`src/design/l2_cache_pkg.sv`:
```
/*
 * Shared constants and select encodings for the L2 cache.
 * Control and datapath refer to these by scoped names.
 */
`default_nettype none

package l2_cache_pkg;

    // Four ways, fixed by the 3-bit tree
    localparam int NUM_WAYS = 4;
    localparam int LRU_BITS = 3;

    // Source of a data array write
    typedef enum logic [1:0] {
        no_write,
        cpu_write_cache,
        mem_write_cache
    } data_src_t;

    // Memory address source
    typedef enum logic {
        cache_read_mem,
        cache_write_mem
    } pmem_addr_sel_t;

endpackage : l2_cache_pkg

`default_nettype wire
```
`src/design/l2_cache_control.sv`:
```
/*
 * L2 cache controller. Sequences lookup, write-back, fill and the
 * hit response, drives the datapath loads and counts lookup misses.
 */
`timescale 1ns/100ps
`default_nettype none

module l2_cache_control #(
    parameter int PERF_COUNTER_WIDTH = 16
) (
    input  logic                                      clk,
    input  logic                                      rst,
    input  logic                                      mem_read,
    input  logic                                      mem_write,
    output logic                                      mem_resp,
    input  logic                                      pmem_resp,
    output logic                                      pmem_read,
    output logic                                      pmem_write,
    input  logic [l2_cache_pkg::NUM_WAYS-1:0]         hit_way,
    input  logic [l2_cache_pkg::NUM_WAYS-1:0]         valid_bits,
    input  logic [l2_cache_pkg::NUM_WAYS-1:0]         dirty_bits,
    input  logic [l2_cache_pkg::LRU_BITS-1:0]         lru_bits,
    output logic [l2_cache_pkg::NUM_WAYS-1:0]         valid_load,
    output logic                                      valid_datain,
    output logic [l2_cache_pkg::NUM_WAYS-1:0]         dirty_load,
    output logic                                      dirty_datain,
    output logic [l2_cache_pkg::NUM_WAYS-1:0]         tag_load,
    output logic [l2_cache_pkg::NUM_WAYS-1:0]         data_load,
    output l2_cache_pkg::data_src_t                   data_src,
    output logic                                      lru_load,
    output logic [l2_cache_pkg::LRU_BITS-1:0]         lru_datain,
    output logic                                      buffer_load,
    output logic [$clog2(l2_cache_pkg::NUM_WAYS)-1:0] dataout_sel,
    output l2_cache_pkg::pmem_addr_sel_t              pmem_addr_sel,
    output logic [PERF_COUNTER_WIDTH-1:0]             miss_count
);

    localparam int WAY_IDX_WIDTH = $clog2(l2_cache_pkg::NUM_WAYS);

    typedef enum logic [2:0] {
        IDLE,
        LOOKUP,
        WRITE_BACK,
        FILL_READ,
        FILL_WRITE
    } state_t;

    state_t state, next_state;

    logic                              hit;
    logic [WAY_IDX_WIDTH-1:0]          hit_idx;
    logic [WAY_IDX_WIDTH-1:0]          lru_victim;
    logic [WAY_IDX_WIDTH-1:0]          repl_way;
    logic [l2_cache_pkg::LRU_BITS-1:0] lru_touched;
    logic                              miss_count_en;

    assign hit = |hit_way;

    always_comb
    begin : hit_encode
        hit_idx = '0;
        for (int w = 0; w < l2_cache_pkg::NUM_WAYS; w++)
        begin
            if (hit_way[w])
            begin
                hit_idx = WAY_IDX_WIDTH'(w);
            end
        end
    end

    plru_tree i_plru_tree (
        .lru_bits    (lru_bits),
        .touched_way (hit_idx),
        .lru_next    (lru_touched),
        .victim_way  (lru_victim)
    );

    // First invalid way, else the tree victim. Once write-back clears
    // the victim's valid bit it becomes the first invalid way
    always_comb
    begin : repl_select
        repl_way = lru_victim;
        for (int w = l2_cache_pkg::NUM_WAYS - 1; w >= 0; w--)
        begin
            if (!valid_bits[w])
            begin
                repl_way = WAY_IDX_WIDTH'(w);
            end
        end
    end

    always_comb
    begin : state_actions
        mem_resp      = 1'b0;
        pmem_read     = 1'b0;
        pmem_write    = 1'b0;
        valid_load    = '0;
        valid_datain  = 1'b0;
        dirty_load    = '0;
        dirty_datain  = 1'b0;
        tag_load      = '0;
        data_load     = '0;
        data_src      = l2_cache_pkg::no_write;
        lru_load      = 1'b0;
        lru_datain    = lru_bits;
        buffer_load   = 1'b0;
        dataout_sel   = hit_idx;
        pmem_addr_sel = l2_cache_pkg::cache_read_mem;
        miss_count_en = 1'b0;

        case (state)
            LOOKUP:
            begin
                if (hit)
                begin
                    mem_resp   = 1'b1;
                    lru_load   = 1'b1;
                    lru_datain = lru_touched;
                    if (mem_write)
                    begin
                        data_load[hit_idx]  = 1'b1;
                        data_src            = l2_cache_pkg::cpu_write_cache;
                        dirty_load[hit_idx] = 1'b1;
                        dirty_datain        = 1'b1;
                    end
                end
                else
                begin
                    miss_count_en = 1'b1;
                end
            end
            WRITE_BACK:
            begin
                pmem_write           = 1'b1;
                pmem_addr_sel        = l2_cache_pkg::cache_write_mem;
                dataout_sel          = repl_way;
                valid_load[repl_way] = 1'b1;
            end
            FILL_READ:
            begin
                pmem_read   = 1'b1;
                buffer_load = pmem_resp;
            end
            FILL_WRITE:
            begin
                tag_load[repl_way]   = 1'b1;
                valid_load[repl_way] = 1'b1;
                valid_datain         = 1'b1;
                dirty_load[repl_way] = 1'b1;
                data_load[repl_way]  = 1'b1;
                data_src             = l2_cache_pkg::mem_write_cache;
            end
            default:
            begin
            end
        endcase
    end

    always_comb
    begin : next_state_logic
        next_state = state;
        case (state)
            IDLE:
            begin
                if (mem_read || mem_write)
                    next_state = LOOKUP;
            end
            LOOKUP:
            begin
                if (hit)
                    next_state = IDLE;
                else if (valid_bits[repl_way] && dirty_bits[repl_way])
                    next_state = WRITE_BACK;
                else
                    next_state = FILL_READ;
            end
            WRITE_BACK:
            begin
                if (pmem_resp)
                    next_state = FILL_READ;
            end
            FILL_READ:
            begin
                if (pmem_resp)
                    next_state = FILL_WRITE;
            end
            default:
            begin
                next_state = LOOKUP;
            end
        endcase
    end

    always_ff @(posedge clk)
    begin
        if (rst)
            state <= IDLE;
        else
            state <= next_state;
    end

    // Saturating miss counter
    always_ff @(posedge clk)
    begin
        if (rst)
            miss_count <= '0;
        else if (miss_count_en && miss_count != '1)
            miss_count <= miss_count + PERF_COUNTER_WIDTH'(1);
    end

endmodule : l2_cache_control

`default_nettype wire

```
`src/design/plru_tree.sv`:
```
/*
 * Tree pseudo-LRU for four ways. Gives the bits after a touch
 * and the victim way for the current bits. Purely combinational.
 */
`timescale 1ns/100ps
`default_nettype none

module plru_tree (
    input  logic [l2_cache_pkg::LRU_BITS-1:0]         lru_bits,
    input  logic [$clog2(l2_cache_pkg::NUM_WAYS)-1:0] touched_way,
    output logic [l2_cache_pkg::LRU_BITS-1:0]         lru_next,
    output logic [$clog2(l2_cache_pkg::NUM_WAYS)-1:0] victim_way
);

    // Bit 2 picks the pair, bit 1 orders ways 0/1, bit 0 orders ways 2/3
    always_comb
    begin : touch_update
        case (touched_way)
            2'd0:    lru_next = {1'b0, 1'b0, lru_bits[0]};
            2'd1:    lru_next = {1'b0, 1'b1, lru_bits[0]};
            2'd2:    lru_next = {1'b1, lru_bits[1], 1'b0};
            default: lru_next = {1'b1, lru_bits[1], 1'b1};
        endcase
    end

    // Walk away from the recently touched side
    always_comb
    begin : victim_select
        if (lru_bits[2] == 1'b0)
        begin
            victim_way = lru_bits[0] ? 2'd2 : 2'd3;
        end
        else
        begin
            victim_way = lru_bits[1] ? 2'd0 : 2'd1;
        end
    end

endmodule : plru_tree

`default_nettype wire

```
`config.mk`:
```
export PLATFORM = sky130hd
export DESIGN_NAME = l2_cache_control
export DESIGN_NICKNAME = d
export VERILOG_FILES = /design/src/design/l2_cache_pkg.sv /design/src/design/l2_cache_control.sv /design/src/design/plru_tree.sv
export SDC_FILE = /design/constraint.sdc
export NUM_CORES = 1
export LEC_CHECK = 0
export BUFFER_PORTS_ARGS = -buffer_cell sky130_fd_sc_hd__buf_2
export CORE_UTILIZATION = 30
export DETAILED_ROUTE_END_ITERATION = 6
export SYNTH_ARGS = -nofsm -noshare
export SYNTH_HDL_FRONTEND = slang
export SYNTH_SLANG_ARGS = --single-unit
```
`constraint.sdc`:
```
create_clock -name clk -period 2.7 [get_ports clk]
set_input_delay 0.27 -clock clk [delete_from_list [all_inputs] [get_ports clk]]
set_output_delay 0.27 -clock clk [all_outputs]
set_load 0.02 [all_outputs]
```
==> impl_metrics.toml <==
[floorplanning]
io_pins = 67
die_area_mm2 = 0.005039
floorplan.die.height_um = 70.99
die_w_um = 70.99
fp.coreArea_mm2 = 0.004474
start_util = 0.3191
rows = 24

[grt]
antenna_found_initial = 0
grt_max_degree = 21
grt_pass1_wl_mm = 6.058
grt_pass1_vias = 1298
grt_usage = 0.1477
grt_overflow = 0

[sta]
finalSetupTns_ns = 0
min_period_ns = 2.208
tightest_slew_ns = 0.5653
fmax_ghz = 0.4529
finalClockSkew_ns = 0.003628
period_share = 0.8178
relSlewSlack = 0.6203
finalMaxSlewViolations = 0
hold_ws_ns = 0.3786
hold_viol = 0
rsz0062_at_grt = "false"
setup_viol = 0

[clocking]
clock-sinks = 19
cts_root_buf = "clkbuf_8"
cts_setup_buffers = 0
htreeDepth = 1
cts_buffers = 3
cts_tree = "built"
clkLatencyLatePin_ns = 0.25
cts_buffer_depth = 2
ctsHoldBuffers = 0
cts_resized = 0
clkTransAtPathRegs_ns = 0.08

[logic_synthesis]
ys_seq_area_frac = 0.2664
synth_fa_ha_area_frac = 0.008764
synth-edff-count = 0
syn_inst = 188
synth.area.mux_share = 0.02980
ys.flop_type = "dfxtp_1"
synth_compound_area_frac = 0.2209
synthXorXnorAreaFrac = 0.01227
synth.distinct_cells = 44
async_reset_ff_frac = 0
yosysWarnings = 0
syn_nets = 209
synth_top_family_by_area = "simple AND/OR/NAND/NOR gates"
syn_area_per_cell_um2 = 7.594
synth_area_mm2 = 0.001428
synth-simple-area-share = 0.3760
ys_ff_latch = 19

[power_and_ir_drop]
vdd.ir_drop.worst_mv = 0.2349
power.total_uw = 600.5
p_seq_frac = 0.477
p_clk_frac = 0.332
p_switching_uw = 172.0
power_density_mw_per_mm2 = 331.0
p_leak_nw = 0.8409
swShare = 0.2865
comb_power_share = 0.192
p_int_uw = 428.4

[critical_path]
r2r_end = "miss_count[12]"
critical_path_class = "reg2out"
cp-endpoint = "data_load[0]"
setup.worst_path.end_class = "primary output"
r2r-start = "state[0]"
crit_required_ns = 2.43
cp-startpoint = "state[0]"
r2r_cells = 4
critPathLaunchType = "flip-flop"
arrival_ns = 1.94
reg2reg_slack_ns = 0.65
critPathMaxFanout = 9

[cells_and_area]
drive_gt1_frac = 0.3427
fillCellCount = 484
nNetsFinal = 270
fin_cells = 300
syn2layout_area_growth_pct = 27.08
n_antenna_cell = 0
stdcell_area_mm2 = 0.001814
multi_input_area_um2 = 924.6
regArea_um2 = 380.4

[placed_design]
place_hpwl_mm = 2.881
place_inst = 296
dpl_cell_area_mm2 = 0.001768
gp_congestion = 0.8645
numPortBuffers = 66

[flow_run]
max-cap-violations = 0

[min_path]
hold_path_class = "in2reg"
min_from = "pmem_resp"

[drt]
vias = 1594
routedWlPerCell_um = 12.57
dr.pass1.iters = 6
ant_nets = 0
drt_iter0_markers = 145
detail_route.wirelength_mm = 3.771
remaining_drc_errors = 8
routed_via_density = 5.313

[outcome]
status = "complete, but fails checks"
violations = "DRC"
==> power by group through the flow <==
stage | Clock (mW) | Sequential [mW] | Combinational (mW)
floorplan | 0 | 0.290 | 0.0775
global placement | 0 | 0.293 | 0.116
detailed placement | 0 | 0.293 | 0.116
CTS | 0.207 | 0.286 | 0.116
global route | 0.221 | 0.287 | 0.125
finish | 0.199 | 0.286 | 0.115
==> placed cells by master, fill, tap and decap left out, types with 2 or more instances in the layout <==
cell / instances
clkbuf_8: 3
nor2_1: 17
a21oi_1: 16
buf_4: 4
nor3_1: 5
or3_1: 3
nand4_2: 2
nand2_1: 12
and3_1: 5
a21o_1: 2
nand4_1: 3
buf_2: 66
or4_1: 11
and2_1: 2
o21ai_0: 12
inv_1: 10
dfxtp_1: 19
xnor2_1: 2
mux2i_1: 2
o31ai_1: 11
nor4_1: 6
nand3_1: 8
nor2b_1: 5
==> per-layer routing <==
metal / vias up / share of wire / track usage
met3: 2 / 0.070 / 0.02279
met2: 62 / 0.43 / 0.2350
met5: - / 0 / 0
met1: 713 / 0.50 / 0.2105
met4: 0 / 0.0037 / 0.03333
li1: 817 / - / -
==> registers in the layout, indices dropped and copies added, names as in the netlist <==
| signal | cells |
|---|---|
| miss_count | 16 |
| state | 3 |
==> synthesized netlist by cell type, types with 4 or more instances <==
library cell	n	area (um^2)
clkbuf_1	4	15.01
nand2_1	12	45.04
or4_1	11	82.58
a21oi_1	16	80.08
nor4_1	6	37.54
nor3_1	5	25.02
nand3_1	8	40.04
nor2_1	17	63.81
and3_1	5	31.28
buf_4	8	60.06
o21ai_0	12	60.06
nor2b_1	5	31.28
dfxtp_1	19	380.4
o31ai_1	11	82.58
inv_1	10	37.54
==> area by class of cell <==
type	count	area share
inverter	10	0.02069
timing repair buffer	70	0.1986
clock buffer	3	0.02276
tap	52	0.03586
multi-input combinational	145	0.5097
sequential	19	0.2097
clock inverter	1	0.002759
==> metrics by stage <==
stage | setup slack [ns] | util
after floorplan | 0.5358 | -
after global placement | 0.6892 | 0.3951
after detailed placement | 0.6465 | 0.3951
after CTS | 0.4493 | 0.4055
after global routing | 0.3393 | 0.4055
final | 0.4919 | 0.4055
==> logic make-up after synthesis <==
logic type,count (synthesis)
flops,19
compound gates,50
fa+ha+maj,1
buf+inv,24
simple gates,88
mux,4
xor+xnor,2
==> worst min path at each step <==
stage | end | cells after the start
after floorplan | state[0] | 2
after global placement | miss_count[15] | 2
after detailed placement | miss_count[15] | 2
after CTS | state[1] | 3
after global routing | state[1] | 3
final | state[1] | 3
==> worst max-delay path: stages, from the launching register on <==
cell and delay [ns]:
dfxtp_1 0.48, nor3b_4 0.50, nand2_1 0.16, o32ai_1 0.33, buf_2 0.22
Note: power is estimated with default switching activity, not from simulation.
